## config.mk

```make
export PLATFORM = sky130hd
export DESIGN_NAME = mbus_layer_top
export DESIGN_NICKNAME = d
export VERILOG_FILES = /design/src/mbus_pkg.sv /design/src/mbus_power_seq.sv /design/src/mbus_regular_isolation.sv /design/src/mbus_bus_ctrl.sv /design/src/mbus_layer_ctrl.sv /design/src/mbus_layer_top.sv
export SDC_FILE = /design/constraint.sdc
export NUM_CORES = 1
export LEC_CHECK = 0
export ABC_AREA = 1
export ABC_CLOCK_PERIOD_IN_PS = 7020
export BUFFER_PORTS_ARGS = -buffer_cell sky130_fd_sc_hd__buf_2
export CAP_MARGIN = 10
export CORE_UTILIZATION = 45
export DETAILED_ROUTE_END_ITERATION = 7
export PLACE_DENSITY = 0.76
export SYNTH_ARGS = -nofsm -noshare
export SYNTH_HDL_FRONTEND = slang
export SYNTH_SLANG_ARGS = --single-unit
```

## constraint.sdc

```tcl
create_clock -name clk -period 7.02 [get_ports clk]
set_input_delay 1.053 -clock clk [delete_from_list [all_inputs] [get_ports clk]]
set_output_delay 1.053 -clock clk [all_outputs]
set_load 0.03 [all_outputs]
```

## src/mbus_pkg.sv

```systemverilog
/*
 * shared widths, isolation levels and sequencer states for the layer
 * a control level at io_hold means isolated or switched off
 */
package mbus_pkg;

	typedef logic [7:0]  addr_t;	// bus short address
	typedef logic [31:0] data_t;	// one payload word

	localparam logic io_hold    = 1'b0;	// during sleep
	localparam logic io_release = 1'b1;	// during wake-up

	// wake steps release one output each, sleep steps withdraw them again
	typedef enum logic [3:0] {
		asleep,
		iso_on_step,	// releases iso_sleep
		pwr_on_step,	// releases power_on
		clk_on_step,	// releases release_clk
		rst_on_step,	// releases release_rst
		bc_on_step,	// releases release_iso_bc
		active,
		rst_off_step,	// withdraws release_rst
		clk_off_step,	// withdraws release_clk
		pwr_off_step,	// withdraws power_on
		iso_off_step	// withdraws iso_sleep
	} seq_state_t;

endpackage

```

## src/mbus_power_seq.sv

```systemverilog
/*
 * always-on power sequencer for one layer
 * wake_req is only seen while asleep, sleep_req only while active
 * every step dwells STEP_CYCLES cycles; power and clock are plain levels
 */
module mbus_power_seq
	import mbus_pkg::*;
#(
	parameter int STEP_CYCLES = 2
)(
	input  logic clk,
	input  logic rst_n,
	input  logic wake_req,
	input  logic sleep_req,
	output logic iso_sleep,
	output logic power_on,
	output logic release_clk,
	output logic release_rst,
	output logic release_iso_bc,
	output logic layer_active
);

	localparam int CNT_W = $clog2(STEP_CYCLES + 1);

	seq_state_t state;
	logic [CNT_W-1:0] dwell;
	logic step_done;

	assign step_done = (dwell == CNT_W'(STEP_CYCLES - 1));
	assign layer_active = (state == active);

	always_ff @(posedge clk or negedge rst_n)
	begin
		if (!rst_n)
		begin
			state          <= asleep;
			dwell          <= '0;
			iso_sleep      <= io_hold;
			power_on       <= io_hold;
			release_clk    <= io_hold;
			release_rst    <= io_hold;
			release_iso_bc <= io_hold;
		end
		else
		begin
			case (state)
				asleep:
				begin
					dwell <= '0;
					if (wake_req)
						state <= iso_on_step;
				end
				active:
				begin
					dwell <= '0;
					if (sleep_req)
					begin
						release_iso_bc <= io_hold;	// bus side isolates at once
						state          <= rst_off_step;
					end
				end
				default:
				begin
					if (!step_done)
						dwell <= dwell + 1'b1;
					else
					begin
						dwell <= '0;
						case (state)
							iso_on_step:
							begin
								iso_sleep <= io_release;
								state     <= pwr_on_step;
							end
							pwr_on_step:
							begin
								power_on <= io_release;
								state    <= clk_on_step;
							end
							clk_on_step:
							begin
								release_clk <= io_release;
								state       <= rst_on_step;
							end
							rst_on_step:
							begin
								release_rst <= io_release;
								state       <= bc_on_step;
							end
							bc_on_step:
							begin
								release_iso_bc <= io_release;
								state          <= active;
							end
							rst_off_step:
							begin
								release_rst <= io_hold;
								state       <= clk_off_step;
							end
							clk_off_step:
							begin
								release_clk <= io_hold;
								state       <= pwr_off_step;
							end
							pwr_off_step:
							begin
								power_on <= io_hold;
								state    <= iso_off_step;
							end
							default:
							begin
								iso_sleep <= io_hold;
								state     <= asleep;
							end
						endcase
					end
				end
			endcase
		end
	end

	// layer must never leave reset without a running clock
	a_rst_needs_clk: assert property (@(posedge clk) disable iff (!rst_n)
		release_rst |-> release_clk);

	// bus side talks to the layer only while it is powered
	a_iso_needs_pwr: assert property (@(posedge clk) disable iff (!rst_n)
		release_iso_bc |-> power_on);

endmodule

```

## src/mbus_regular_isolation.sv

```systemverilog
/*
 * always-on isolation between bus controller and layer controller
 * must not sit in the gated domain; purely combinational, no latency
 * iso_sleep at io_hold forces everything toward the layer low
 */
module mbus_regular_isolation
	import mbus_pkg::*;
(
	input  logic  iso_sleep,
	input  logic  power_on,
	input  logic  release_clk,
	input  logic  release_rst,
	input  logic  release_iso_bc,
	// from the layer controller
	input  addr_t tx_addr,
	input  data_t tx_data,
	input  logic  tx_pend,
	input  logic  tx_req,
	input  logic  tx_priority,
	input  logic  rx_ack,
	input  logic  tx_resp_ack,
	// from the bus controller
	input  logic  tx_ack,
	input  addr_t rx_addr,
	input  data_t rx_data,
	input  logic  rx_req,
	input  logic  rx_fail,
	input  logic  rx_pend,
	input  logic  tx_fail,
	input  logic  tx_succ,
	// toward the layer controller
	output logic  power_on_lc,
	output logic  release_clk_lc,
	output logic  release_rst_lc,
	output logic  tx_ack_lc,
	output addr_t rx_addr_lc,
	output data_t rx_data_lc,
	output logic  rx_req_lc,
	output logic  rx_fail_lc,
	output logic  rx_pend_lc,
	output logic  tx_fail_lc,
	output logic  tx_succ_lc,
	// toward the bus controller
	output logic  release_iso_masked,
	output addr_t tx_addr_bc,
	output data_t tx_data_bc,
	output logic  tx_pend_bc,
	output logic  tx_req_bc,
	output logic  tx_priority_bc,
	output logic  rx_ack_bc,
	output logic  tx_resp_ack_bc
);

	always_comb
	begin
		if (iso_sleep == io_hold)
		begin
			power_on_lc        = io_hold;
			release_clk_lc     = io_hold;
			release_rst_lc     = io_hold;
			tx_ack_lc          = 1'b0;
			rx_addr_lc         = '0;
			rx_data_lc         = '0;
			rx_req_lc          = 1'b0;
			rx_fail_lc         = 1'b0;
			rx_pend_lc         = 1'b0;
			tx_fail_lc         = 1'b0;
			tx_succ_lc         = 1'b0;
			release_iso_masked = io_hold;	// keeps bus side shut as well
		end
		else
		begin
			power_on_lc        = power_on;
			release_clk_lc     = release_clk;
			release_rst_lc     = release_rst;
			tx_ack_lc          = tx_ack;
			rx_addr_lc         = rx_addr;
			rx_data_lc         = rx_data;
			rx_req_lc          = rx_req;
			rx_fail_lc         = rx_fail;
			rx_pend_lc         = rx_pend;
			tx_fail_lc         = tx_fail;
			tx_succ_lc         = tx_succ;
			release_iso_masked = release_iso_bc;
		end
	end

	// layer outputs float while unpowered, so they are blocked here
	always_comb
	begin
		if (release_iso_masked == io_hold)
		begin
			tx_addr_bc     = '0;
			tx_data_bc     = '0;
			tx_pend_bc     = 1'b0;
			tx_req_bc      = 1'b0;
			tx_priority_bc = 1'b0;
			rx_ack_bc      = 1'b0;
			tx_resp_ack_bc = 1'b0;
		end
		else
		begin
			tx_addr_bc     = tx_addr;
			tx_data_bc     = tx_data;
			tx_pend_bc     = tx_pend;
			tx_req_bc      = tx_req;
			tx_priority_bc = tx_priority;
			rx_ack_bc      = rx_ack;
			tx_resp_ack_bc = tx_resp_ack;
		end
	end

	// isolation is released first on wake and withdrawn last on sleep
	always_comb
	begin
		if (iso_sleep == io_hold)
			a_iso_first: assert (!(power_on || release_clk || release_rst || release_iso_bc));
	end

endmodule

```

## src/mbus_bus_ctrl.sv

```systemverilog
/*
 * simplified bus controller with strobes instead of the serial wire
 * holds one transmit and one receive message; single-word messages only
 * a transmit result stays up until the layer acknowledges it
 */
module mbus_bus_ctrl
	import mbus_pkg::*;
#(
	parameter addr_t LAYER_ADDR = 8'h5a,
	parameter int    RX_TIMEOUT = 8
)(
	input  logic  clk,
	input  logic  rst_n,
	input  addr_t tx_addr,
	input  data_t tx_data,
	input  logic  tx_req,
	input  logic  tx_priority,
	output logic  tx_ack,
	output logic  tx_succ,
	output logic  tx_fail,
	input  logic  tx_resp_ack,
	output addr_t rx_addr,
	output data_t rx_data,
	output logic  rx_req,
	output logic  rx_fail,
	output logic  rx_pend,
	input  logic  rx_ack,
	output logic  bus_tx_valid,
	output addr_t bus_tx_addr,
	output data_t bus_tx_data,
	output logic  bus_tx_priority,
	input  logic  bus_tx_done,
	input  logic  bus_tx_ok,
	input  logic  bus_rx_valid,
	input  addr_t bus_rx_addr,
	input  data_t bus_rx_data,
	output logic  bus_rx_lost
);

	localparam int TMO_W = $clog2(RX_TIMEOUT + 1);

	typedef enum logic [1:0] {tx_idle, tx_on_bus, tx_refused, tx_result} tx_state_t;
	typedef enum logic [1:0] {rx_idle, rx_offer, rx_release} rx_state_t;

	tx_state_t tx_state;
	rx_state_t rx_state;
	logic [TMO_W-1:0] rx_wait;
	logic rx_match;
	logic lost_since;	// something was dropped before the held message

	assign rx_match = bus_rx_valid && (bus_rx_addr == LAYER_ADDR || bus_rx_addr == '0);
	assign rx_pend  = 1'b0;	// no multi-word messages

	always_ff @(posedge clk or negedge rst_n)
	begin
		if (!rst_n)
		begin
			tx_state     <= tx_idle;
			tx_ack       <= 1'b0;
			tx_succ      <= 1'b0;
			tx_fail      <= 1'b0;
			bus_tx_valid <= 1'b0;
		end
		else
		begin
			tx_ack       <= 1'b0;
			bus_tx_valid <= 1'b0;
			case (tx_state)
				tx_idle:
					if (tx_req)
					begin
						tx_ack <= 1'b1;
						if (tx_addr == LAYER_ADDR)
							tx_state <= tx_refused;	// never send to ourselves
						else
						begin
							bus_tx_valid <= 1'b1;
							tx_state     <= tx_on_bus;
						end
					end
				tx_on_bus:
					if (bus_tx_done)
					begin
						tx_succ  <= bus_tx_ok;
						tx_fail  <= !bus_tx_ok;
						tx_state <= tx_result;
					end
				tx_refused:
				begin
					tx_fail  <= 1'b1;
					tx_state <= tx_result;
				end
				default:
					if (tx_resp_ack)
					begin
						tx_succ  <= 1'b0;
						tx_fail  <= 1'b0;
						tx_state <= tx_idle;
					end
			endcase
		end
	end

	// bus payload copy, only meaningful with bus_tx_valid
	always_ff @(posedge clk)
	begin
		if (tx_state == tx_idle && tx_req)
		begin
			bus_tx_addr     <= tx_addr;
			bus_tx_data     <= tx_data;
			bus_tx_priority <= tx_priority;
		end
	end

	always_ff @(posedge clk or negedge rst_n)
	begin
		if (!rst_n)
		begin
			rx_state    <= rx_idle;
			rx_req      <= 1'b0;
			rx_fail     <= 1'b0;
			rx_wait     <= '0;
			lost_since  <= 1'b0;
			bus_rx_lost <= 1'b0;
		end
		else
		begin
			bus_rx_lost <= 1'b0;
			if (rx_match && rx_state != rx_idle)
			begin
				bus_rx_lost <= 1'b1;	// back-pressure drop
				lost_since  <= 1'b1;
			end
			case (rx_state)
				rx_idle:
					if (rx_match)
					begin
						rx_req     <= 1'b1;
						rx_fail    <= lost_since;
						lost_since <= 1'b0;
						rx_wait    <= '0;
						rx_state   <= rx_offer;
					end
				rx_offer:
					if (rx_ack)
					begin
						rx_req   <= 1'b0;
						rx_state <= rx_release;
					end
					else if (rx_wait == TMO_W'(RX_TIMEOUT - 1))
					begin
						rx_req      <= 1'b0;
						bus_rx_lost <= 1'b1;
						lost_since  <= 1'b1;
						rx_state    <= rx_idle;
					end
					else
						rx_wait <= rx_wait + 1'b1;
				default:
					if (!rx_ack)
						rx_state <= rx_idle;
			endcase
		end
	end

	always_ff @(posedge clk)
	begin
		if (rx_state == rx_idle && rx_match)
		begin
			rx_addr <= bus_rx_addr;
			rx_data <= bus_rx_data;
		end
	end

	a_one_result: assert property (@(posedge clk) disable iff (!rst_n)
		!(tx_succ && tx_fail));

endmodule

```

## src/mbus_layer_ctrl.sv

```systemverilog
/*
 * power-gated layer controller, one command in flight at a time
 * advances only on cycles with clk_en high (gated clock model)
 * all state clears while rst_release is low
 */
module mbus_layer_ctrl
	import mbus_pkg::*;
(
	input  logic  clk,
	input  logic  rst_n,
	input  logic  clk_en,
	input  logic  rst_release,
	output addr_t tx_addr,
	output data_t tx_data,
	output logic  tx_pend,
	output logic  tx_req,
	output logic  tx_priority,
	input  logic  tx_ack,
	input  logic  tx_succ,
	input  logic  tx_fail,
	output logic  tx_resp_ack,
	input  addr_t rx_addr,
	input  data_t rx_data,
	input  logic  rx_req,
	input  logic  rx_fail,
	output logic  rx_ack,
	input  logic  cmd_valid,
	input  addr_t cmd_addr,
	input  data_t cmd_data,
	input  logic  cmd_pend,
	input  logic  cmd_priority,
	output logic  cmd_busy,
	output logic  cmd_done,
	output logic  cmd_ok,
	output logic  usr_rx_valid,
	output addr_t usr_rx_addr,
	output data_t usr_rx_data,
	output logic  usr_rx_fail
);

	typedef enum logic [1:0] {lc_idle, lc_request, lc_wait_result, lc_respond} lc_state_t;

	lc_state_t tx_state;

	assign cmd_busy = (tx_state != lc_idle);

	always_ff @(posedge clk or negedge rst_n)
	begin
		if (!rst_n)
		begin
			tx_state    <= lc_idle;
			tx_req      <= 1'b0;
			tx_resp_ack <= 1'b0;
			cmd_done    <= 1'b0;
			cmd_ok      <= 1'b0;
		end
		else if (!rst_release)
		begin
			tx_state    <= lc_idle;
			tx_req      <= 1'b0;
			tx_resp_ack <= 1'b0;
			cmd_done    <= 1'b0;
			cmd_ok      <= 1'b0;
		end
		else if (clk_en)
		begin
			cmd_done <= 1'b0;
			case (tx_state)
				lc_idle:
					if (cmd_valid)
					begin
						tx_req   <= 1'b1;
						tx_state <= lc_request;
					end
				lc_request:
					if (tx_ack)
					begin
						tx_req   <= 1'b0;
						tx_state <= lc_wait_result;
					end
				lc_wait_result:
					if (tx_succ || tx_fail)
					begin
						tx_resp_ack <= 1'b1;
						cmd_done    <= 1'b1;
						cmd_ok      <= tx_succ;
						tx_state    <= lc_respond;
					end
				default:
				begin
					tx_resp_ack <= 1'b0;	// one cycle is enough for the bus side
					tx_state    <= lc_idle;
				end
			endcase
		end
	end

	// payload held stable through the request
	always_ff @(posedge clk)
	begin
		if (clk_en && tx_state == lc_idle && cmd_valid)
		begin
			tx_addr     <= cmd_addr;
			tx_data     <= cmd_data;
			tx_pend     <= cmd_pend;
			tx_priority <= cmd_priority;
		end
	end

	always_ff @(posedge clk or negedge rst_n)
	begin
		if (!rst_n)
		begin
			rx_ack       <= 1'b0;
			usr_rx_valid <= 1'b0;
		end
		else if (!rst_release)
		begin
			rx_ack       <= 1'b0;
			usr_rx_valid <= 1'b0;
		end
		else if (clk_en)
		begin
			usr_rx_valid <= rx_req && !rx_ack;	// new message, ack right away
			rx_ack       <= rx_req;
		end
	end

	always_ff @(posedge clk)
	begin
		if (clk_en && rx_req && !rx_ack)
		begin
			usr_rx_addr <= rx_addr;
			usr_rx_data <= rx_data;
			usr_rx_fail <= rx_fail;
		end
	end

endmodule

```

## src/mbus_layer_top.sv

```systemverilog
/*
 * one power-gated layer with its always-on boundary
 * bus is modelled by strobes; power switch and pend bits are not modelled
 */
module mbus_layer_top
	import mbus_pkg::*;
#(
	parameter int    STEP_CYCLES = 2,
	parameter addr_t LAYER_ADDR  = 8'h5a,
	parameter int    RX_TIMEOUT  = 8
)(
	input  logic  clk,
	input  logic  rst_n,
	input  logic  wake_req,
	input  logic  sleep_req,
	output logic  layer_active,
	input  logic  cmd_valid,
	input  addr_t cmd_addr,
	input  data_t cmd_data,
	input  logic  cmd_pend,
	input  logic  cmd_priority,
	output logic  cmd_busy,
	output logic  cmd_done,
	output logic  cmd_ok,
	output logic  usr_rx_valid,
	output addr_t usr_rx_addr,
	output data_t usr_rx_data,
	output logic  usr_rx_fail,
	output logic  bus_tx_valid,
	output addr_t bus_tx_addr,
	output data_t bus_tx_data,
	output logic  bus_tx_priority,
	input  logic  bus_tx_done,
	input  logic  bus_tx_ok,
	input  logic  bus_rx_valid,
	input  addr_t bus_rx_addr,
	input  data_t bus_rx_data,
	output logic  bus_rx_lost
);

	logic iso_sleep, power_on, release_clk, release_rst, release_iso_bc;
	logic release_clk_lc, release_rst_lc;
	addr_t tx_addr, tx_addr_bc, rx_addr, rx_addr_lc;
	data_t tx_data, tx_data_bc, rx_data, rx_data_lc;
	logic tx_pend, tx_req, tx_priority, rx_ack, tx_resp_ack;
	logic tx_req_bc, tx_priority_bc, rx_ack_bc, tx_resp_ack_bc;
	logic tx_ack, rx_req, rx_fail, rx_pend, tx_fail, tx_succ;
	logic tx_ack_lc, rx_req_lc, rx_fail_lc, tx_fail_lc, tx_succ_lc;

	mbus_power_seq #(.STEP_CYCLES(STEP_CYCLES)) u_seq (
		.clk(clk), .rst_n(rst_n), .wake_req(wake_req), .sleep_req(sleep_req),
		.iso_sleep(iso_sleep), .power_on(power_on), .release_clk(release_clk),
		.release_rst(release_rst), .release_iso_bc(release_iso_bc),
		.layer_active(layer_active)
	);

	mbus_regular_isolation u_iso (
		.iso_sleep(iso_sleep), .power_on(power_on), .release_clk(release_clk),
		.release_rst(release_rst), .release_iso_bc(release_iso_bc),
		.tx_addr(tx_addr), .tx_data(tx_data), .tx_pend(tx_pend), .tx_req(tx_req),
		.tx_priority(tx_priority), .rx_ack(rx_ack), .tx_resp_ack(tx_resp_ack),
		.tx_ack(tx_ack), .rx_addr(rx_addr), .rx_data(rx_data), .rx_req(rx_req),
		.rx_fail(rx_fail), .rx_pend(rx_pend), .tx_fail(tx_fail), .tx_succ(tx_succ),
		.power_on_lc(), .release_clk_lc(release_clk_lc), .release_rst_lc(release_rst_lc),
		.tx_ack_lc(tx_ack_lc), .rx_addr_lc(rx_addr_lc), .rx_data_lc(rx_data_lc),
		.rx_req_lc(rx_req_lc), .rx_fail_lc(rx_fail_lc), .rx_pend_lc(),
		.tx_fail_lc(tx_fail_lc), .tx_succ_lc(tx_succ_lc),
		.release_iso_masked(), .tx_addr_bc(tx_addr_bc),
		.tx_data_bc(tx_data_bc), .tx_pend_bc(), .tx_req_bc(tx_req_bc),
		.tx_priority_bc(tx_priority_bc), .rx_ack_bc(rx_ack_bc),
		.tx_resp_ack_bc(tx_resp_ack_bc)
	);

	mbus_bus_ctrl #(.LAYER_ADDR(LAYER_ADDR), .RX_TIMEOUT(RX_TIMEOUT)) u_bc (
		.clk(clk), .rst_n(rst_n), .tx_addr(tx_addr_bc), .tx_data(tx_data_bc),
		.tx_req(tx_req_bc), .tx_priority(tx_priority_bc), .tx_ack(tx_ack),
		.tx_succ(tx_succ), .tx_fail(tx_fail), .tx_resp_ack(tx_resp_ack_bc),
		.rx_addr(rx_addr), .rx_data(rx_data), .rx_req(rx_req), .rx_fail(rx_fail),
		.rx_pend(rx_pend), .rx_ack(rx_ack_bc), .bus_tx_valid(bus_tx_valid),
		.bus_tx_addr(bus_tx_addr), .bus_tx_data(bus_tx_data),
		.bus_tx_priority(bus_tx_priority), .bus_tx_done(bus_tx_done),
		.bus_tx_ok(bus_tx_ok), .bus_rx_valid(bus_rx_valid), .bus_rx_addr(bus_rx_addr),
		.bus_rx_data(bus_rx_data), .bus_rx_lost(bus_rx_lost)
	);

	mbus_layer_ctrl u_lc (
		.clk(clk), .rst_n(rst_n), .clk_en(release_clk_lc), .rst_release(release_rst_lc),
		.tx_addr(tx_addr), .tx_data(tx_data), .tx_pend(tx_pend), .tx_req(tx_req),
		.tx_priority(tx_priority), .tx_ack(tx_ack_lc), .tx_succ(tx_succ_lc),
		.tx_fail(tx_fail_lc), .tx_resp_ack(tx_resp_ack), .rx_addr(rx_addr_lc),
		.rx_data(rx_data_lc), .rx_req(rx_req_lc), .rx_fail(rx_fail_lc), .rx_ack(rx_ack),
		.cmd_valid(cmd_valid), .cmd_addr(cmd_addr), .cmd_data(cmd_data),
		.cmd_pend(cmd_pend), .cmd_priority(cmd_priority), .cmd_busy(cmd_busy),
		.cmd_done(cmd_done), .cmd_ok(cmd_ok), .usr_rx_valid(usr_rx_valid),
		.usr_rx_addr(usr_rx_addr), .usr_rx_data(usr_rx_data), .usr_rx_fail(usr_rx_fail)
	);

endmodule

```

[Yosys cells after proc, flatten, opt, wreduce, memory -nomap -nowiden]
Cells that the tools add are included.
Storage, ports and cells
  bits in registers: 197
  input bits: 90
  logic and storage cells: 215
Cells by class
  $add $sub $neg: 2
  eq/ne operators: 35
  multiplexer cells: 89
  bitwise operators: 5
  reductions and logical operators: 49
Operator list (count)
  1-bit two-way mux: 51
  3-bit AND reduction: 11
  4-bit one-hot mux with 8 select lines: 1
  2-bit two-way mux: 15
  4-bit two-way mux: 6
  4-bit by 3-bit == test with 1-bit output, second input constant: 5
  1-bit one-hot mux with 2 select lines: 9
  8-bit by 7-bit == test with 1-bit output, second input constant: 2
  2-bit inequality test, second input constant: 8
  4-bit one-hot mux with 2 select lines: 2
  4-bit AND reduction: 4
  2-bit nonzero test: 8
  3-bit inequality test, second input constant: 5
  2-bit one-hot mux with 3 select lines: 2
  1-bit logical AND: 9
  2-bit by 1-bit == test with 1-bit output, second input constant: 4
  4-bit by 2-bit == test with 1-bit output, second input constant: 2
  4-bit == test, second input constant: 2
  8-bit logical NOT: 1
  8-bit two-way mux: 1
  7-bit OR reduction: 1
  2-bit logical NOT: 3
  2-bit by 1-bit inequality test with 1-bit output, second input constant: 3
  3-bit nonzero test: 2
  other kinds (14): 23

[Logic depth before layout (Yosys ltp)]
Gate-level depths: netlist of the first run.
  word-level depth: 8
  gate-level depth with buffers: 9
  mapped depth without buffers: 9

[By module]
From an unflattened synthesis of the first run, not the netlist that was laid out.
Unflattened totals
  cells, all modules: 650
  area total of the unflattened synthesis: 8171.6 um2
Modules (own cells, without submodules)
  mbus_bus_ctrl: instances 1, cells each 203, area an instance 3368.2 um2
  mbus_layer_ctrl: instances 1, cells each 153, area an instance 3029.2 um2
  mbus_regular_isolation: instances 1, cells each 200, area an instance 1097.3 um2
  mbus_power_seq: instances 1, cells each 94, area an instance 676.9 um2

[Least setup slack after synthesis of the first run]
No wires, ideal clock.
  kind: input -> register
  from: input cmd_valid
  to: register u_lc.tx_addr[0], enable pin
  arrival: 3.911 ns
  slack: 2.619 ns
  stages: 2
  cell sequence: inv_1 > nor3_1
Between the ends
  cells in the longest elaborated chain, start to end: 1
RTL lines
  start: declaration: RTL line mbus_layer_top.sv:17  | input logic cmd_valid,
  1-bit logical AND: RTL line mbus_layer_ctrl.sv:101  | if (clk_en && tx_state == lc_idle && cmd_valid)
  end signal: assignment: RTL line mbus_layer_ctrl.sv:103  | tx_addr <= cmd_addr;
  end: declaration: RTL line mbus_layer_ctrl.sv:13  | output addr_t tx_addr,
Every way passes these cells.
A chain may end at the register's enable or synchronous reset.

[Final worst setup path of the first run]
  from: register u_lc.tx_state[0]
  to: output cmd_busy
Between the ends
  cells in the longest elaborated chain, start to end: 1
RTL lines
  start: declaration: RTL line mbus_layer_ctrl.sv:43  | lc_state_t tx_state;
  start signal: assignment: RTL line mbus_layer_ctrl.sv:51  | tx_state <= lc_idle;
  start signal: assignment: RTL line mbus_layer_ctrl.sv:59  | tx_state <= lc_idle;
  start signal: assignment: RTL line mbus_layer_ctrl.sv:73  | tx_state <= lc_request;
  2-bit nonzero test: RTL line mbus_layer_ctrl.sv:45  | assign cmd_busy = (tx_state != lc_idle);
  end: declaration: RTL line mbus_layer_top.sv:22  | output logic cmd_busy,
Every way passes these cells.

==> flow_summary.yaml, run 1 <==
grt:
  grt_pass1_vias: 4383
  grt.overflow.total: 0
  grt_max_degree: 44
  track_usage_pct: 16.5
  antenna_found_initial: 3
  grt_pass1_wl_um: 21400
clocking:
  tritoncts: "yes"
  ctsResizeCount: 0
  cts_hold_buf: 0
  cts.sinks: 197
  numCtsBuffers: 17
  clkLatencyLatePin_ns: 0.43
  root_buffer: "clkbuf_16"
  htree_num_levels: 4
  postCtsSetupBuffers: 0
  path_clk_slew_ns: 0.07
  cts_buffer_depth: 2
synth:
  synth.most_common_cell: "edfxtp_1"
  synth_top_cell_by_area: "edfxtp_1"
  async_reset_ff_share_pct: 17.3
  ys.flop_type: "edfxtp_1"
  postSynthAreaPerCell_sq_um: 12.7
  synth_edf_count: 163
  synthCells: 589
  synth.net_count: 687
  yosysUniqueCellTypes: 33
  synth.cell_area_sq_um: 7510
  yosys_register_bits: 197
  yosysSeqAreaShare_pct: 76.5
  ys_warn_count: 0
  synth_common_cells: "163 x edfxtp_1, 116 x inv_1, 108 x nand2_1"
  netlist_top_cells_area: "edfxtp_1 65%, dfrtp_1 11%, inv_1 5.8%, nand2_1 5.4%, nor2_1 3.2%"
  synth_top_area_share_pct: 65.2
worst_setup_path:
  regToRegEndpoint: "u_bc.bus_tx_data[5]"
  end_kind: "output port"
  reg2reg_slack_ns: 4.61
  crit_type: "flip-flop to output port"
  cp_max_fo: 4
  worstPathArrival_ns: 1.43
  r2r_cells: 4
  start_kind: "flip-flop"
  worstPathRequired_ns: 5.97
  r2r-start: "u_seq.iso_sleep"
place:
  io_buffers: 177
  globalplace.congestion: 0.889
  dp_hpwl_um: 9570
  dp_cells: 976
finish:
  fin_nets: 877
  fin_cells: 1011
  nFillCells: 1293
  utilization_pct: 57.5
  areaGrowthSynthToFinish_pct: 23.0
  drive_gt1_share_pct: 30.1
routing:
  drtIter0Drc: 234
  drc: 0
  wl_per_cell_um: 13.3
  drt_wl_total_um: 13500
  vias: 4527
  first_pass_iters: 4
  postRouteAntennaNets: 0
  via_per_inst: 4.48
floorplan:
  core_sq_um: 16100
  io_pins: 179
  start_util_pct: 46.7
  die-area_sq_um: 17200
  rows: 46
  die_w_um: 131
  dieHeight_um: 131
sta:
  relSlewSlack_pct: 26.9
  fmax_mhz: 402
  fin_crit_ns: 2.49
  tightest_slew_ns: 1.09
  tns_ns: 0
  hold_viol: 0
  skew_ns: 0.00802
  post-route-period-util_pct: 35.4
  slew_viol_final: 0
  finalSetupViolations: 0
  rsz0062_at_grt: "no"
min_path:
  holdPathEnd: "u_seq.dwell[0]"
  holdCritStartpoint: "u_seq.dwell[0]"
  hold_class: "flip-flop to flip-flop"
  min_path_cells: 1
flow_run:
  cap_viol_max_count: 0
pwr:
  power_density_nw_per_um2: 347
  vdd_ir_drop_max_mv: 0.181
  power_leakage_uw: 0.00421
outcome:
  outcome: "finished, final reports clean"
## layer usage
metal	up-vias	global-route usage (%)	part of all wire (%)
li1	2287	-	-
met1	2073	18.3	41
met2	132	28.7	51
met3	35	4.01	3.8
met4	0	9.67	3.7
met5	-	0	0
## layout make-up
| cell class | count | area (sq um) | share of cell area, % |
|---|---|---|---|
| Sequential cell | 197 | 5750 | 62.3 |
| Clock inverter | 14 | 138 | 1.49 |
| Tap cell | 216 | 270 | 2.93 |
| Antenna cell | 3 | 7.51 | 0.0813 |
| Inverter | 124 | 467 | 5.06 |
| Multi-Input combinational cell | 258 | 1260 | 13.6 |
| Clock buffer | 18 | 429 | 4.65 |
| Timing Repair Buffer | 181 | 916 | 9.92 |
## how the worst max path moves through the flow
| stage | endpoint | cells after the start | startpoint | slack (ns) |
|---|---|---|---|---|
| floorplan | u_lc.tx_addr[0] | 2 | cmd_valid | 2.62 |
| global placement | u_bc.rx_data[10] | 7 | bus_rx_addr[5] | 4.26 |
| detailed placement | u_bc.rx_data[4] | 7 | bus_rx_addr[5] | 4.23 |
| CTS | cmd_busy | 4 | u_lc.tx_state[0] | 4.50 |
| global route | cmd_busy | 4 | u_lc.tx_state[0] | 4.42 |
| finish | cmd_busy | 4 | u_lc.tx_state[0] | 4.53 |
## metrics by stage
stage               instance area [sq um]  power (uW)  hold WS (ns)  setup WS [ns]
finish                               9230        3210         0.447           4.53
global route                         9230        3380         0.469           4.42
CTS                                  9220        3240         0.451           4.50
detailed placement                   8650        2320         0.440           4.23
global placement                     8650        2290         0.433           4.26
floorplan                            7510        2130         0.423           2.62
## sequential cells by signal, summed over array words and instances (netlist names), 2 cells and up
register and flops:
u_bc.rx_data 32, u_bc.tx_state 2, u_seq.dwell 2, u_lc.tx_data 32
u_seq.state 4, u_bc.rx_state 2, u_bc.rx_addr 8, u_bc.rx_wait 4
u_lc.usr_rx_data 32, u_lc.usr_rx_addr 8, u_lc.tx_addr 8, u_lc.tx_state 2
u_bc.bus_tx_addr 8, u_bc.bus_tx_data 32
## logic make-up (layout without fill, tap and decap cells)
family	Yosys count	after routing	synth area share, %
simple gates	214	214	12.3
flops	197	197	76.5
other cells	0	3	0
fa+ha+maj	8	8	1.33
buf+inv	134	337	6.95
compound gates	36	36	2.90
## critical path, stage by stage, from the launching register on
cell     delay (ns)
dfrtp_1        0.35
inv_1          0.07
ha_1           0.22
inv_1          0.14
buf_2          0.22
## report_power, final
part | leakage [uW] | switching (uW) | total (uW) | internal, uW
combinational | 0.00201 | 521 | 736 | 215
clock | 0.000272 | 447 | 918 | 471
sequential | 0.00193 | 79.3 | 1550 | 1470
## layout by cell type (no fill, tap or decap), types with 2 or more instances in the layout
master,count
o21ai_0,13
edfxtp_1,163
o21ai_1,6
ha_1,8
inv_2,7
clkinv_4,4
nand2_4,2
o211ai_1,2
clkbuf_16,17
inv_6,3
nor3b_1,2
nand4_1,2
buf_4,4
buf_2,177
inv_8,4
nor3_1,2
clkinvlp_4,2
nor2_4,4
diode_2,3
a21oi_1,7
dfrtp_1,34
o22ai_1,2
nand2_2,3
nor2_1,62
nor2_2,2
nand2_1,108
nand3_1,23
inv_1,116
Note: power is estimated with default switching activity, not from simulation.
==> inputs of run 2 (changes only) <==
- ABC_CLOCK_PERIOD_IN_PS: 7020 -> 2200
- PLACE_DENSITY: 0.76 -> 0.79
- clock period: 7.02 -> 2.2 ns (I/O delays scaled with it)
==> run 2 against run 1 <==
Net effect:
- cell count barely moved
- largest power group unchanged
- highest routed layer unchanged
- via count is 0.62% higher
- sequential cell count is the same
- design area is 1.2% higher
- clock power rose to 3.3 times the previous value
- clock skew is 0.0011 ns higher
- sequential share of layout area decreased by 0.70 points
- setup slack worse by 4.1 ns
- power increased to 3.3 times the previous value
- global-route usage is essentially flat
- utilization rose by 0.66 points
==> flow_summary.yaml, run 2 (same netlist as run 1, synthesis figures left out) <==
flow_run:
  cap_viol_max_count: 0
floorplan:
  io_pins: 179
  start_util_pct: 46.7
  core_sq_um: 16100
  die-area_sq_um: 17200
  die_w_um: 131
  rows: 46
  dieHeight_um: 131
routing:
  wl_met1_um: 5650
  drc: 0
  first_pass_iters: 5
  postRouteAntennaNets: 0
  route.met3.wl_um: 756
  drt_wl_total_um: 13300
  vias: 4555
  via_per_inst: 4.50
  drtIter0Drc: 286
  top_layer: "met4"
  wl_per_cell_um: 13.2
  dr_wl_met2_um: 6730
clocking:
  cts.sinks: 197
  cts_buffer_depth: 2
  root_buffer: "clkbuf_16"
  path_clk_slew_ns: 0.07
  numCtsBuffers: 17
  htree_num_levels: 4
  ctsResizeCount: 0
  tritoncts: "yes"
  clkLatencyLatePin_ns: 0.42
place:
  dp_slack_ns: 0.478
  io_buffers: 177
  globalplace.congestion: 0.780
  dp_hpwl_um: 9490
worst_setup_path:
  cp_cell_sequence: "inv_1 -> ha_1 -> nand2_1 -> nor2_4 -> buf_4"
  slowest_stage: "dfrtp_1"
  cp_max_fo: 31
  cpPeakStageDelay_ns: 0.40
  worstPathArrival_ns: 1.80
  crit_type: "flip-flop to flip-flop"
  worstPathBufferInverterCount: 2
  start_kind: "flip-flop"
  crit_family: "buffers and inverters"
  end_kind: "flip-flop"
  worstPathRequired_ns: 2.27
pwr:
  power_frac_comb_pct: 23.1
  net-switching-power_uw: 3310
  vdd_ir_drop_max_mv: 0.599
  intPower_uw: 7130
  power_density_nw_per_um2: 1120
  power_leakage_uw: 0.00426
  swShare_pct: 31.7
  clock_power_share_pct: 29.4
  pwr-share-seq_pct: 47.5
finish:
  areaGrowthSynthToFinish_pct: 24.4
  drive_gt1_share_pct: 30.7
  final_common_cell: "buf_2"
  seqCellArea_sq_um: 5750
  multi_input_area_sq_um: 1260
  fin_nets: 881
  n_antenna_cell: 0
  layout_common_cells: "177 x buf_2, 163 x edfxtp_1, 115 x inv_1"
  nFillCells: 1271
grt:
  grt_pass1_wl_um: 21800
  antenna_found_initial: 0
  grt_max_degree: 44
  grt.overflow.total: 0
  track_usage_pct: 16.5
  grt_pass1_vias: 4413
sta:
  fin_crit_ns: 1.73
  fin_ws_ns: 0.472
  fmax_mhz: 579
  rsz0062_at_grt: "no"
  post-route-period-util_pct: 78.6
  hold_viol: 0
  relSlewSlack_pct: 70.2
  skew_ns: 0.00911
  tightest_slew_ns: 0.447
  tns_ns: 0
  finalSetupViolations: 0
  slew_viol_final: 0
min_path:
  hold_class: "input port to flip-flop"
outcome:
  outcome: "finished, final reports clean"
==> run 2: through the flow <==
step	cells	power, uW	utilization [%]	hold WS (ns)	area, sq um
after floorplan	589	6820	-	0.0344	7530
after global placement	979	7360	54.3	0.395	8730
after detailed placement	979	7470	54.3	0.400	8730
after CTS	1012	10500	58.1	0.0542	9340
after global routing	1012	11100	58.1	0.0486	9340
final	1012	10400	58.1	0.0754	9340
==> run 2: power by group through the flow <==
stage,Sequential [uW],Clock (uW),Combinational (uW)
after floorplan,5230,0,1590
after global placement,5010,0,2350
after detailed placement,5040,0,2430
after CTS,4960,3140,2440
after global routing,5010,3290,2760
final,4960,3070,2420
==> run 2: worst reg2reg max path, stage by stage (launching register included) <==
cell and delay, ns:
dfrtp_1 0.40, inv_1 0.12, ha_1 0.23, nand2_1 0.12
nor2_4 0.10, buf_4 0.38
==> run 2: worst paths after layout <==
path | from | to | slack, ns | cells past startpoint
worst max-delay path | u_bc.tx_state[0] | u_bc.bus_tx_addr[6] | 0.47 | 5
worst min-delay path | cmd_addr[1] | u_lc.tx_addr[1] | 0.08 | 1
worst max register to register | u_bc.tx_state[0] | u_bc.bus_tx_addr[6] | 0.47 | 5
worst min register to register | u_seq.dwell[0] | u_seq.dwell[0] | 0.45 | 1
max in group asynchronous | rst_n | u_seq.iso_sleep | 1.39 | 3
min in group asynchronous | rst_n | u_seq.dwell[0] | 0.48 | 3
==> run 2: area by class of cell <==
class                           count  share of cell area, %
Sequential cell                   197                   61.6
Multi-Input combinational cell    258                   13.6
Timing Repair Buffer              185                   10.6
Inverter                          124                   5.03
Clock buffer                       17                   4.56
Tap cell                          216                   2.90
Clock inverter                     15                   1.85
==> run 2: metal layers <==
metal	GRT usage, %	up-vias
met4	5.69	0
li1	-	2299
met1	19.9	2106
met5	0	-
met3	5.25	14
met2	27.8	136
==> run 2: timing repair <==
item,in CTS,in global routing
hold endpoints to repair,34,0
setup buffers,0,0
hold buffers,1,0
==> inputs of run 3 (changes only) <==
- ABC_CLOCK_PERIOD_IN_PS: 2200 -> 1700
- PLACE_DENSITY: 0.79 -> 0.76
- clock period: 2.2 -> 1.7 ns (I/O delays scaled with it)
==> run 3 against run 2 <==
Net effect:
- power grew 34%
- maximum frequency rose by 4.0%
- clock skew is essentially flat
- utilization up 6.3 points
- hold slack worse by 0.044 ns
- design area up 11%
- clock-buffer cell count did not move
- critical path type unchanged
- largest power group unchanged
- via count is 8.1% higher
- non-clock buffer count is 88 higher
- die area did not move
==> flow_summary.yaml, run 3 (same netlist as run 1, synthesis figures left out) <==
outcome:
  outcome: "finished, final reports clean"
worst_setup_path:
  r2r-start: "u_bc.rx_state[1]"
  r2r_cells: 4
  regToRegEndpoint: "u_bc.rx_data[19]"
  critPathLaunch: "u_bc.rx_state[1]"
  worstPathRequired_ns: 1.84
  worstPathArrival_ns: 1.81
  end_kind: "flip-flop"
  crit_type: "flip-flop to flip-flop"
  reg2reg_slack_ns: 0.04
  cp_max_fo: 10
  start_kind: "flip-flop"
routing:
  vias: 4922
  drc: 0
  via_per_inst: 4.47
  drtIter0Drc: 286
  postRouteAntennaNets: 0
  drt_wl_total_um: 15600
  wl_per_cell_um: 14.2
  first_pass_iters: 4
pwr:
  clock_power_share_pct: 29.5
  swShare_pct: 32.4
  power_density_nw_per_um2: 1360
  vdd_ir_drop_max_mv: 0.971
  pwr-share-seq_pct: 45.7
  intPower_uw: 9490
  net-switching-power_uw: 4550
  power_frac_comb_pct: 24.8
  power_leakage_uw: 0.00466
sta:
  whs_ns: 0.0310
  fin_crit_ns: 1.66
  tightest_slew_ns: 0.426
  skew_ns: 0.00949
  fmax_mhz: 602
  tns_ns: 0
  relSlewSlack_pct: 71.6
  post-route-period-util_pct: 97.8
  slew_viol_final: 0
  finalSetupViolations: 0
  hold_viol: 0
floorplan:
  die-area_sq_um: 17200
  rows: 46
  core_sq_um: 16100
  dieHeight_um: 131
  die_w_um: 131
  io_pins: 179
  start_util_pct: 46.7
clocking:
  numCtsBuffers: 17
  clkLatencyLatePin_ns: 0.43
  tritoncts: "yes"
  path_clk_slew_ns: 0.07
  root_buffer: "clkbuf_16"
  cts.sinks: 197
  cts_buffer_depth: 2
  htree_num_levels: 4
min_path:
  min_path_cells: 1
  holdCritStartpoint: "bus_rx_data[15]"
  holdPathEnd: "u_bc.rx_data[15]"
  hold_class: "input port to flip-flop"
grt:
  grt.overflow.total: 0
  antenna_found_initial: 0
  grt_max_degree: 43
  grt_pass1_vias: 5019
  track_usage_pct: 18.5
  grt_pass1_wl_um: 24300
flow_run:
  cap_viol_max_count: 0
finish:
  final_cell_area_sq_um: 10300
  utilization_pct: 64.4
  fin_nets: 969
  drive_gt1_share_pct: 30.1
  areaGrowthSynthToFinish_pct: 37.8
  seqCellArea_sq_um: 5750
  layout_common_cells: "176 x buf_2, 163 x edfxtp_1, 110 x inv_1"
  nFillCells: 1138
  fin_cells: 1100
  multi_input_area_sq_um: 1320
  n_antenna_cell: 0
  final_common_cell: "buf_2"
place:
  post_dp_cell_area_sq_um: 8830
  globalplace.congestion: 0.852
  dp_hpwl_um: 9810
  dp_cells: 983
  io_buffers: 177
-- run 3: worst max-delay path, cell delays in order, from the launching register on --
cell        delay, ns
dfrtp_1          0.40
nor2_1           0.36
nand4_4          0.17
clkinvlp_4       0.24
clkbuf_16        0.21
-- run 3: layer usage --
layer / share of wire [%] / global-route usage, % / wire length (um)
met1: 40 / 21.3 / 6270
met2: 52 / 32.6 / 8160
met3: 4.1 / 3.94 / 641
met4: 3.3 / 9.41 / 512
met5: 0 / 0 / 0
-- run 3: cell type report --
type                       instances  area share [%]
multi-input combinational        258            12.8
timing repair buffer             273            18.5
clock buffer                      17            4.11
tap                              216            2.61
inverter                         124            4.60
sequential                       197            55.6
clock inverter                    15            1.83
-- run 3: worst max-delay path by stage --
stage	slack, ns	end
2_1_floorplan	-0.42	u_lc.tx_addr[0]
3_3_place_gp	0.16	u_bc.rx_data[16]
3_5_place_dp	0.09	u_bc.rx_data[23]
4_1_cts	0.007	layer_active
5_1_grt	-0.03	u_bc.rx_data[19]
6_report	0.04	u_bc.rx_data[19]
-- run 3: stage by stage --
step / power [uW] / worst slack, ns
final: 14000 / 0.0377
after global routing: 14800 / -0.0294
after CTS: 14100 / 0.00677
after detailed placement: 9840 / 0.0930
after global placement: 9710 / 0.162
after floorplan: 8930 / -0.419
-- run 3: repair_timing --
action	CTS	global route
buffers inserted	0	5
hold buffers	78	0
gates resized for setup	0	8
endpoints found under the setup margin	0	38
hold endpoints to repair	93	0
-- run 3: power by group through the flow --
stage / logic [uW] / clock network, uW / registers (uW)
CTS: 3480 / 4220 / 6410
finish: 3480 / 4140 / 6420
floorplan: 2150 / 0 / 6780
global route: 3920 / 4370 / 6490
global placement: 3210 / 0 / 6490
detailed placement: 3330 / 0 / 6510
